$ cat src/common/cnn_pkg.sv
package cnn_pkg;

    // image geometry
    localparam int IMG_W       = 8;
    localparam int IMG_H       = 8;
    localparam int NUM_IMAGES  = 4;
    localparam int IMG_PIXELS  = IMG_W * IMG_H;
    localparam int KERNEL_DIM  = 3;
    localparam int KERNEL_TAPS = KERNEL_DIM * KERNEL_DIM;
    // valid 3x3 positions per image, 6x6
    localparam int OUT_PIXELS  = (IMG_W - KERNEL_DIM + 1) * (IMG_H - KERNEL_DIM + 1);

    // data widths
    localparam int PIX_W      = 8;
    localparam int WGT_W      = 8;
    // unsigned pixel gets one extra bit before the signed multiply
    localparam int PROD_W     = PIX_W + 1 + WGT_W;
    localparam int ACC_W      = 20;
    localparam int SUM_W      = 32;
    localparam int COUNT_W    = 7;
    localparam int COL_W      = $clog2(IMG_W);
    localparam int ROW_W      = $clog2(IMG_H);
    localparam int IMG_SEL_W  = $clog2(NUM_IMAGES);
    localparam int PIX_ADDR_W = $clog2(NUM_IMAGES * IMG_PIXELS);
    localparam int FEED_CNT_W = $clog2(IMG_PIXELS) + 1;
    localparam int KIDX_W     = 4;

    // apb host port
    localparam int APB_ADDR_W = 12;
    localparam int APB_DATA_W = 32;

    // register map, byte offsets
    localparam logic [APB_ADDR_W-1:0] REG_CTRL        = 12'h000;
    localparam logic [APB_ADDR_W-1:0] REG_STATUS      = 12'h004;
    localparam logic [APB_ADDR_W-1:0] REG_SUM         = 12'h008;
    localparam logic [APB_ADDR_W-1:0] REG_MAX         = 12'h00C;
    localparam logic [APB_ADDR_W-1:0] REG_COUNT       = 12'h010;
    localparam logic [APB_ADDR_W-1:0] REG_KERNEL_BASE = 12'h040;
    localparam logic [APB_ADDR_W-1:0] REG_KERNEL_END  = 12'h040 + 12'(4 * KERNEL_TAPS);
    localparam logic [APB_ADDR_W-1:0] REG_PIXEL_BASE  = 12'h400;
    localparam logic [APB_ADDR_W-1:0] REG_PIXEL_END   =
        12'h400 + 12'(4 * NUM_IMAGES * IMG_PIXELS);

    // register fields
    localparam int CTRL_START_BIT  = 0;
    localparam int CTRL_SEL_LSB    = 2;
    localparam int STATUS_BUSY_BIT = 0;
    localparam int STATUS_DONE_BIT = 1;

    // fsm encodings
    localparam logic [1:0] FEED_IDLE    = 2'd0;
    localparam logic [1:0] FEED_SENDING = 2'd1;
    localparam logic [1:0] FEED_DONE    = 2'd2;
    localparam logic       CTRL_IDLE    = 1'b0;
    localparam logic       CTRL_RUN     = 1'b1;

endpackage

$ cat src/conv/conv_mac.sv
module conv_mac
    import cnn_pkg::*;
(
    input  logic                         clk,
    input  logic                         reset_n,
    input  logic                         win_valid,
    input  logic [KERNEL_TAPS*PIX_W-1:0] window,
    input  logic [KERNEL_TAPS*WGT_W-1:0] kernel,
    output logic                         out_valid,
    output logic [ACC_W-1:0]             out_value
);

    logic signed [PROD_W-1:0] prod [0:KERNEL_TAPS-1];
    logic                     prod_valid;
    logic signed [ACC_W-1:0]  acc;

    // valid follows each window through both stages
    always_ff @(posedge clk or negedge reset_n) begin
        if (!reset_n) begin
            prod_valid <= 1'b0;
            out_valid  <= 1'b0;
        end else begin
            prod_valid <= win_valid;
            out_valid  <= prod_valid;
        end
    end

    // stage one, pixel zero-extended so it stays positive
    always_ff @(posedge clk) begin
        if (win_valid) begin
            for (int k = 0; k < KERNEL_TAPS; k++) begin
                prod[k] <= $signed({1'b0, window[k*PIX_W +: PIX_W]})
                           * $signed(kernel[k*WGT_W +: WGT_W]);
            end
        end
    end

    // adder tree, sign-extended products
    always_comb begin
        acc = '0;
        for (int k = 0; k < KERNEL_TAPS; k++) begin
            acc = acc + ACC_W'(prod[k]);
        end
    end

    // stage two with relu
    always_ff @(posedge clk) begin
        if (prod_valid) begin
            out_value <= acc[ACC_W-1] ? '0 : acc;
        end
    end

endmodule

$ cat src/conv/conv_window.sv
module conv_window
    import cnn_pkg::*;
(
    input  logic                         clk,
    input  logic                         reset_n,
    input  logic [PIX_W-1:0]             pixel,
    input  logic                         pix_valid,
    output logic                         win_valid,
    output logic [KERNEL_TAPS*PIX_W-1:0] window
);

    // line_a holds the previous row, line_b the row before it
    logic [PIX_W-1:0] line_a [0:IMG_W-1];
    logic [PIX_W-1:0] line_b [0:IMG_W-1];
    logic [PIX_W-1:0] win    [0:KERNEL_TAPS-1];
    logic [COL_W-1:0] col_cnt;
    logic [COL_W-1:0] cur_col;
    logic [ROW_W-1:0] row_cnt;
    logic [ROW_W-1:0] cur_row;
    logic             prev_valid;

    // a pixel after an idle gap starts a new image at (0,0)
    always_comb begin
        cur_col = prev_valid ? col_cnt : '0;
        cur_row = prev_valid ? row_cnt : '0;
    end

    always_ff @(posedge clk or negedge reset_n) begin
        if (!reset_n) begin
            prev_valid <= 1'b0;
            col_cnt    <= '0;
            row_cnt    <= '0;
            win_valid  <= 1'b0;
        end else begin
            prev_valid <= pix_valid;
            if (pix_valid) begin
                if (cur_col == COL_W'(IMG_W - 1)) begin
                    col_cnt <= '0;
                    row_cnt <= (cur_row == ROW_W'(IMG_H - 1)) ? '0 : cur_row + 1'b1;
                end else begin
                    col_cnt <= cur_col + 1'b1;
                    row_cnt <= cur_row;
                end
            end
            // only windows fully inside the image
            win_valid <= pix_valid && (cur_row >= ROW_W'(KERNEL_DIM - 1))
                         && (cur_col >= COL_W'(KERNEL_DIM - 1));
        end
    end

    always_ff @(posedge clk) begin
        if (pix_valid) begin
            line_b[cur_col] <= line_a[cur_col];
            line_a[cur_col] <= pixel;
            // shift each window row one column left
            for (int r = 0; r < KERNEL_DIM; r++) begin
                for (int c = 0; c < KERNEL_DIM - 1; c++) begin
                    win[r*KERNEL_DIM + c] <= win[r*KERNEL_DIM + c + 1];
                end
            end
            // new right column, oldest row on top
            win[KERNEL_DIM - 1]     <= line_b[cur_col];
            win[2*KERNEL_DIM - 1]   <= line_a[cur_col];
            win[KERNEL_TAPS - 1]    <= pixel;
        end
    end

    always_comb begin
        for (int k = 0; k < KERNEL_TAPS; k++) begin
            window[k*PIX_W +: PIX_W] = win[k];
        end
    end

endmodule

$ cat src/fmap_feeder/fmap_feeder.sv
module fmap_feeder
    import cnn_pkg::*;
(
    input  logic                  clk,
    input  logic                  reset_n,
    input  logic                  start,
    input  logic [IMG_SEL_W-1:0]  img_sel,
    input  logic                  pix_we,
    input  logic [PIX_ADDR_W-1:0] pix_addr,
    input  logic [PIX_W-1:0]      pix_data,
    output logic [PIX_W-1:0]      pixel,
    output logic                  pix_valid,
    output logic                  stream_done
);

    // four images back to back, image index in the upper address bits
    logic [PIX_W-1:0]      store [0:NUM_IMAGES*IMG_PIXELS-1];
    logic [PIX_W-1:0]      selected_pixel;
    logic [1:0]            state;
    logic [1:0]            state_next;
    logic [FEED_CNT_W-1:0] addr_reg;
    logic [FEED_CNT_W-1:0] addr_next;
    logic                  valid_next;
    logic                  done_next;
    logic                  load_pixel;

    // host write port
    always_ff @(posedge clk) begin
        if (pix_we) begin
            store[pix_addr] <= pix_data;
        end
    end

    assign selected_pixel = store[{img_sel, addr_reg[FEED_CNT_W-2:0]}];

    always_ff @(posedge clk or negedge reset_n) begin
        if (!reset_n) begin
            state       <= FEED_IDLE;
            addr_reg    <= '0;
            pix_valid   <= 1'b0;
            stream_done <= 1'b0;
        end else begin
            state       <= state_next;
            addr_reg    <= addr_next;
            pix_valid   <= valid_next;
            stream_done <= done_next;
        end
    end

    always_ff @(posedge clk) begin
        if (load_pixel) begin
            pixel <= selected_pixel;
        end
    end

    always_comb begin
        state_next = state;
        addr_next  = addr_reg;
        valid_next = 1'b0;
        done_next  = 1'b0;
        load_pixel = 1'b0;
        case (state)
            FEED_IDLE: begin
                if (start) begin
                    state_next = FEED_SENDING;
                end
            end
            FEED_SENDING: begin
                if (addr_reg < FEED_CNT_W'(IMG_PIXELS)) begin
                    load_pixel = 1'b1;
                    valid_next = 1'b1;
                    addr_next  = addr_reg + 1'b1;
                end else begin
                    // whole image sent
                    addr_next  = '0;
                    done_next  = 1'b1;
                    state_next = FEED_DONE;
                end
            end
            FEED_DONE: begin
                state_next = FEED_IDLE;
            end
            default: begin
                state_next = FEED_IDLE;
            end
        endcase
    end

endmodule

$ cat src/source/cnn_apb_ctrl.sv
module cnn_apb_ctrl
    import cnn_pkg::*;
(
    input  logic                         clk,
    input  logic                         reset_n,
    input  logic                         psel,
    input  logic                         penable,
    input  logic                         pwrite,
    input  logic [APB_ADDR_W-1:0]        paddr,
    input  logic [APB_DATA_W-1:0]        pwdata,
    input  logic [SUM_W-1:0]             sum,
    input  logic [ACC_W-1:0]             max,
    input  logic [COUNT_W-1:0]           count,
    output logic [APB_DATA_W-1:0]        prdata,
    output logic                         pready,
    output logic                         pslverr,
    output logic                         start,
    output logic [IMG_SEL_W-1:0]         img_sel,
    output logic [KERNEL_TAPS*WGT_W-1:0] kernel,
    output logic                         pix_we,
    output logic [PIX_ADDR_W-1:0]        pix_addr,
    output logic [PIX_W-1:0]             pix_data
);

    logic                  access;
    logic                  wr_access;
    logic                  hit_ctrl;
    logic                  hit_status;
    logic                  hit_sum;
    logic                  hit_max;
    logic                  hit_count;
    logic                  hit_kern;
    logic                  hit_pix;
    logic                  unmapped;
    logic [APB_ADDR_W-1:0] kern_off;
    logic [APB_ADDR_W-1:0] pix_off;
    logic [KIDX_W-1:0]     kern_idx;
    logic [WGT_W-1:0]      kern_q [0:KERNEL_TAPS-1];
    logic                  state;
    logic                  done;
    logic                  busy;
    logic                  start_req;
    logic                  kern_we;
    logic                  pix_req;

    assign pready = 1'b1;

    // address decode for the access cycle
    always_comb begin
        access     = psel & penable;
        wr_access  = access & pwrite;
        hit_ctrl   = (paddr == REG_CTRL);
        hit_status = (paddr == REG_STATUS);
        hit_sum    = (paddr == REG_SUM);
        hit_max    = (paddr == REG_MAX);
        hit_count  = (paddr == REG_COUNT);
        hit_kern   = (paddr >= REG_KERNEL_BASE) && (paddr < REG_KERNEL_END)
                     && (paddr[1:0] == 2'b00);
        hit_pix    = (paddr >= REG_PIXEL_BASE) && (paddr < REG_PIXEL_END)
                     && (paddr[1:0] == 2'b00);
        unmapped   = ~(hit_ctrl | hit_status | hit_sum | hit_max | hit_count
                       | hit_kern | hit_pix);
        kern_off   = paddr - REG_KERNEL_BASE;
        pix_off    = paddr - REG_PIXEL_BASE;
        kern_idx   = kern_off[KIDX_W+1:2];
    end

    // busy already covers the start pulse cycle
    always_comb begin
        busy      = (state == CTRL_RUN) | start;
        start_req = wr_access & hit_ctrl & pwdata[CTRL_START_BIT];
        kern_we   = wr_access & hit_kern & ~busy;
        pix_req   = wr_access & hit_pix & ~busy;
        pslverr   = access & (unmapped
                    | (busy & ((wr_access & (hit_kern | hit_pix)) | start_req)));
    end

    always_comb begin
        prdata = '0;
        if (hit_ctrl) begin
            prdata[CTRL_SEL_LSB +: IMG_SEL_W] = img_sel;
        end else if (hit_status) begin
            prdata[STATUS_BUSY_BIT] = busy;
            prdata[STATUS_DONE_BIT] = done;
        end else if (hit_sum) begin
            prdata = APB_DATA_W'(sum);
        end else if (hit_max) begin
            prdata = APB_DATA_W'(max);
        end else if (hit_count) begin
            prdata = APB_DATA_W'(count);
        end else if (hit_kern) begin
            // weights read back sign-extended
            prdata = APB_DATA_W'($signed(kern_q[kern_idx]));
        end
    end

    always_ff @(posedge clk or negedge reset_n) begin
        if (!reset_n) begin
            start   <= 1'b0;
            img_sel <= '0;
            pix_we  <= 1'b0;
            state   <= CTRL_IDLE;
            done    <= 1'b0;
            for (int k = 0; k < KERNEL_TAPS; k++) begin
                kern_q[k] <= '0;
            end
        end else begin
            start  <= start_req & ~busy;
            pix_we <= pix_req;
            if (start_req & ~busy) begin
                img_sel <= pwdata[CTRL_SEL_LSB +: IMG_SEL_W];
            end
            if (kern_we) begin
                kern_q[kern_idx] <= pwdata[WGT_W-1:0];
            end
            case (state)
                CTRL_IDLE: begin
                    if (start) begin
                        state <= CTRL_RUN;
                        done  <= 1'b0;
                    end
                end
                default: begin
                    // all outputs accumulated
                    if (count == COUNT_W'(OUT_PIXELS)) begin
                        state <= CTRL_IDLE;
                        done  <= 1'b1;
                    end
                end
            endcase
        end
    end

    always_ff @(posedge clk) begin
        if (pix_req) begin
            pix_addr <= pix_off[PIX_ADDR_W+1:2];
            pix_data <= pwdata[PIX_W-1:0];
        end
    end

    always_comb begin
        for (int k = 0; k < KERNEL_TAPS; k++) begin
            kernel[k*WGT_W +: WGT_W] = kern_q[k];
        end
    end

endmodule

$ cat src/source/cnn_feature_top.sv
module cnn_feature_top
    import cnn_pkg::*;
(
    input  logic                  clk,
    input  logic                  reset_n,
    input  logic                  psel,
    input  logic                  penable,
    input  logic                  pwrite,
    input  logic [APB_ADDR_W-1:0] paddr,
    input  logic [APB_DATA_W-1:0] pwdata,
    output logic [APB_DATA_W-1:0] prdata,
    output logic                  pready,
    output logic                  pslverr
);

    logic                         start;
    logic [IMG_SEL_W-1:0]         img_sel;
    logic [KERNEL_TAPS*WGT_W-1:0] kernel;
    logic                         pix_we;
    logic [PIX_ADDR_W-1:0]        pix_addr;
    logic [PIX_W-1:0]             pix_data;
    logic [PIX_W-1:0]             pixel;
    logic                         pix_valid;
    logic                         win_valid;
    logic [KERNEL_TAPS*PIX_W-1:0] window;
    logic                         out_valid;
    logic [ACC_W-1:0]             out_value;
    logic [SUM_W-1:0]             sum;
    logic [ACC_W-1:0]             max;
    logic [COUNT_W-1:0]           count;

    cnn_apb_ctrl cnn_apb_ctrl_inst (
        .clk      (clk),
        .reset_n  (reset_n),
        .psel     (psel),
        .penable  (penable),
        .pwrite   (pwrite),
        .paddr    (paddr),
        .pwdata   (pwdata),
        .sum      (sum),
        .max      (max),
        .count    (count),
        .prdata   (prdata),
        .pready   (pready),
        .pslverr  (pslverr),
        .start    (start),
        .img_sel  (img_sel),
        .kernel   (kernel),
        .pix_we   (pix_we),
        .pix_addr (pix_addr),
        .pix_data (pix_data)
    );

    // run end is taken from the result count, not the stream
    fmap_feeder fmap_feeder_inst (
        .clk         (clk),
        .reset_n     (reset_n),
        .start       (start),
        .img_sel     (img_sel),
        .pix_we      (pix_we),
        .pix_addr    (pix_addr),
        .pix_data    (pix_data),
        .pixel       (pixel),
        .pix_valid   (pix_valid),
        .stream_done ()
    );

    conv_window conv_window_inst (
        .clk       (clk),
        .reset_n   (reset_n),
        .pixel     (pixel),
        .pix_valid (pix_valid),
        .win_valid (win_valid),
        .window    (window)
    );

    conv_mac conv_mac_inst (
        .clk       (clk),
        .reset_n   (reset_n),
        .win_valid (win_valid),
        .window    (window),
        .kernel    (kernel),
        .out_valid (out_valid),
        .out_value (out_value)
    );

    result_accum result_accum_inst (
        .clk       (clk),
        .reset_n   (reset_n),
        .clear     (start),
        .out_valid (out_valid),
        .out_value (out_value),
        .sum       (sum),
        .max       (max),
        .count     (count)
    );

endmodule

$ cat src/source/result_accum.sv
module result_accum
    import cnn_pkg::*;
(
    input  logic               clk,
    input  logic               reset_n,
    input  logic               clear,
    input  logic               out_valid,
    input  logic [ACC_W-1:0]   out_value,
    output logic [SUM_W-1:0]   sum,
    output logic [ACC_W-1:0]   max,
    output logic [COUNT_W-1:0] count
);

    always_ff @(posedge clk or negedge reset_n) begin
        if (!reset_n) begin
            sum   <= '0;
            max   <= '0;
            count <= '0;
        end else if (clear) begin
            // new run
            sum   <= '0;
            max   <= '0;
            count <= '0;
        end else if (out_valid) begin
            sum   <= sum + SUM_W'(out_value);
            count <= count + 1'b1;
            if (out_value > max) begin
                max <= out_value;
            end
        end
    end

endmodule

$ cat config.mk
export PLATFORM = sky130hd
export DESIGN_NAME = cnn_feature_top
export DESIGN_NICKNAME = d
export VERILOG_FILES = /design/src/common/cnn_pkg.sv /design/src/conv/conv_mac.sv /design/src/conv/conv_window.sv /design/src/fmap_feeder/fmap_feeder.sv /design/src/source/cnn_apb_ctrl.sv /design/src/source/cnn_feature_top.sv /design/src/source/result_accum.sv
export SDC_FILE = /design/constraint.sdc
export NUM_CORES = 2
export LEC_CHECK = 0
export BUFFER_PORTS_ARGS = -buffer_cell sky130_fd_sc_hd__buf_2
export CAP_MARGIN = 20
export CORE_MARGIN = 3
export CORE_UTILIZATION = 35
export CTS_CLUSTER_DIAMETER = 120
export DETAILED_ROUTE_END_ITERATION = 8
export HOLD_SLACK_MARGIN = 0.02
export MAX_ROUTING_LAYER = met4
export SLEW_MARGIN = 0
export SYNTH_ARGS = -nofsm -noshare
export SYNTH_HDL_FRONTEND = slang
export SYNTH_SLANG_ARGS = --single-unit
export TNS_END_PERCENT = 10
$ cat constraint.sdc
create_clock -name clk -period 8.4 [get_ports clk]
set_clock_uncertainty 0.15 [all_clocks]
set_input_delay 0.42 -clock clk [delete_from_list [all_inputs] [get_ports clk]]
set_output_delay 0.42 -clock clk [all_outputs]
set_load 0.005 [all_outputs]
==> results.ini <==
[setup_path]
slowest_delay_ns = 0.82
cp_num_buf_inv = 1
cp.depth = 23
path_common_cell = fa_1
worstPathRequired_ns = 8.88
crit_path_end_kind = register
worstSetupStartpointType = register
rr_endpoint = conv_mac_inst.out_value[4]
critical_path_class = reg -> reg
path_cells = fa_1, ha_1, fa_1, a21o_1, a21oi_1, nor2b_1, o21ai_0, o311ai_0, a31oi_1, o21bai_1, xor2_1, fa_1, inv_1, fa_1, fa_1, fa_1, xnor2_1, xnor2_1, xnor2_1, nor3_1, a2111oi_1, nand2_2, a211oi_1
arrival_ns = 8.30
crit_family = adder cells
r2r_start = conv_mac_inst.prod[0][1]
endpoint = conv_mac_inst.out_value[4]
regToRegSetupSlack_ns = 0.58
reg2reg_depth = 23
startpoint = conv_mac_inst.prod[0][1]
crit_fanout = 16
slowest_stage = a2111oi_1

[final_layout]
largest_register_ffs = 2048
syn_to_final_growth_pct = 11.36
utilization_pct = 39.29
nNetsFinal = 8929
drive_gt1_share_pct = 14.58
reg_top3 = fmap_feeder_inst.store: 2048 flops, conv_mac_inst.prod: 153 flops
largest_register = fmap_feeder_inst.store

[place]
io_buffers = 57
place_hpwl_mm = 213.6
globalplace.congestion = 0.8619

[synthesis]
synth_top_area_share_pct = 58.75
synth-async-reset-ratio_pct = 6.000
synth_top_cell_by_area = edfxtp_1
synth-seq-cells = 2600
ys_seq_area_share_pct = 61.88
syn_inst = 7853
ys_types = 86
yosysWarnings = 0
ys_top_cells_by_area = edfxtp_1 (59%), mux4_2 (9.3%), fa_1 (7.1%), ha_1 (4.7%), dfrtp_1 (3.1%)
synth_edf_count = 2444
netlist_area_um2 = 124900
synth_flop_cell = edfxtp_1
avgSynthCellArea_um2 = 15.91
synth_nets = 8815

[grt]
antenna_found_initial = 9
grt_max_degree = 239
grt_pass1_wl_mm = 484.1
grt.overflow.total = 0
grt_use_total_pct = 18.34
grt_pass1_vias = 70140

[power_and_ir_drop]
comb_power_share_pct = 1.1
p_leak_nw = 48.47
pwr_density_cell_nw_per_um2 = 185.7
peakVddDrop_v = 0.0001834
p_int_w = 0.02065
clkPwrFrac_pct = 44.7
switching_share_pct = 20.06
seq_power_share_pct = 54.2
switching_power_w = 0.005180

[die]
ios = 83
rows = 218
dieArea_um2 = 364100
die_w_um = 603.4
core_area_um2 = 354000
die_h_um = 603.4
initial_utilization_pct = 35.28

[sta]
fmax_mhz = 127.9
maxSlewHeadroom_pct = 10.92
post-route-min-period_ns = 7.820
finalHoldViolCount = 0
setup_tns_ns = 0
timing.hold.ws_ns = 0.05852
setup_viol = 0
drv_slew = 0
worst_pin_slew_ns = 1.336
min_period_over_period_pct = 93.09
grt_setup_unrepaired = no

[detailed_routing]
drt-pass1-iter-count = 5
vias = 68470
initialDrtViolationCount = 7015
wl_per_cell_um = 25.40
antenna_left = 0
drc = 0
drt-vias-per-instance = 5.308
wirelength_mm = 327.7

[min_path]
hp-class = in -> reg
holdPathStages = 1

[clocking]
cts_tree = built
cts_max_level = 5
clock_sinks = 2600
root_buffer = clkbuf_16
cts_setup_buffers = 0
cts_buffer_depth = 4
clkTransAtPathRegs_ns = 0.07
cts_resized = 0
hold_buffers = 16
clock_latency_ns = 0.86
numCtsBuffers = 270

[status]
outcome = finished, final reports clean

[run]
maxCapViolCount = 0

-- kinds of logic (layout without fill, tap and decap cells) --
group | Yosys count | after routing | share of synthesized area (%)
adders and majority gates | 913 | 913 | 11.80
muxes | 825 | 825 | 11.88
and+or+nand+nor | 1620 | 1620 | 6.115
other | 1 | 5 | 0.003002
AOI/OAI and AO/OA | 729 | 729 | 3.847
buffers and inverters | 1004 | 1317 | 3.341
DFF | 2600 | 2600 | 61.88
xor gates and xnor gates | 161 | 161 | 1.129
-- power groups by stage --
stage	Clock (W)	Sequential [W]	Combinational, W
finish	0.0116	0.0140	0.000283
global route	0.0122	0.0140	0.000303
CTS	0.0117	0.0140	0.000290
detailed placement	0	0.0143	0.000282
global placement	0	0.0143	0.000280
floorplan	0	0.0143	0.000171
-- area by class of cell --
class                           count  area, um2
Sequential cell                  2600      77320
Tap cell                         4730       5918
Clock inverter                    146       1227
Fill cell                       32430     214900
Clock buffer                      325       7088
Antenna cell                        4      10.01
Inverter                          669       2516
Multi-Input combinational cell   4249      43550
Timing Repair Buffer              177       1466
-- worst min path at each step --
| stage | start | end | slack, ns |
|---|---|---|---|
| 2_1_floorplan | reset_n | cnn_apb_ctrl_inst.done | -0.03 |
| 3_3_place_gp | fmap_feeder_inst.state[1] | fmap_feeder_inst.state[0] | 0.25 |
| 3_5_place_dp | fmap_feeder_inst.state[1] | fmap_feeder_inst.state[0] | 0.25 |
| 4_1_cts | pwdata[5] | cnn_apb_ctrl_inst.pix_data[5] | 0.02 |
| 5_1_grt | pwdata[5] | cnn_apb_ctrl_inst.pix_data[5] | 0.04 |
| 6_report | pwdata[5] | cnn_apb_ctrl_inst.pix_data[5] | 0.06 |
-- cells in the mapped netlist, drive strengths merged (62+ instances only) --
cell type     n
dfrtp       156
clkbuf      192
mux2i       224
o21ai       160
nand3        62
xnor2       131
fa          442
a21oi       180
mux2         83
ha          471
inv         665
edfxtp     2444
nor2        517
and2        324
mux4        518
buf         143
nand2       451
nor3         69
-- cell usage in the layout (no fill, tap or decap), types with 43 or more instances in the layout --
master     instances
a21o_1            47
a21oi_1          180
and2_1           323
buf_2             56
buf_4             85
clkbuf_1          47
clkbuf_16        274
clkinv_1          54
clkinv_2          45
dfrtp_1          146
edfxtp_1        2444
fa_1             442
ha_1             471
inv_1            662
mux2_2            83
mux2i_1          224
mux4_2           518
nand2_1          450
nand2b_1          58
nand3_1           59
nor2_1           506
nor3_1            64
o21ai_0          154
o221ai_1          43
xnor2_1          131
-- stage by stage --
| stage | total power [W] | std cells | setup slack [ns] | area (um2) |
|---|---|---|---|---|
| floorplan | 0.01444 | 7853 | 1.615 | 124900 |
| CTS | 0.02602 | 12890 | 0.5662 | 139000 |
| finish | 0.02583 | 12900 | 0.5803 | 139100 |
| global placement | 0.01454 | 12410 | 0.6573 | 130600 |
| detailed placement | 0.01455 | 12410 | 0.6027 | 130600 |
| global route | 0.02653 | 12900 | 0.04078 | 139100 |
-- layer usage --
metal	up-vias	GRT usage (%)	wire length (um)
li1	29480	-	-
met1	35940	24.28	135400
met2	2542	29.30	159100
met3	511	2.600	22000
met4	0	5.784	11190
met5	-	-	0
Power figures use the tool's default switching activity.
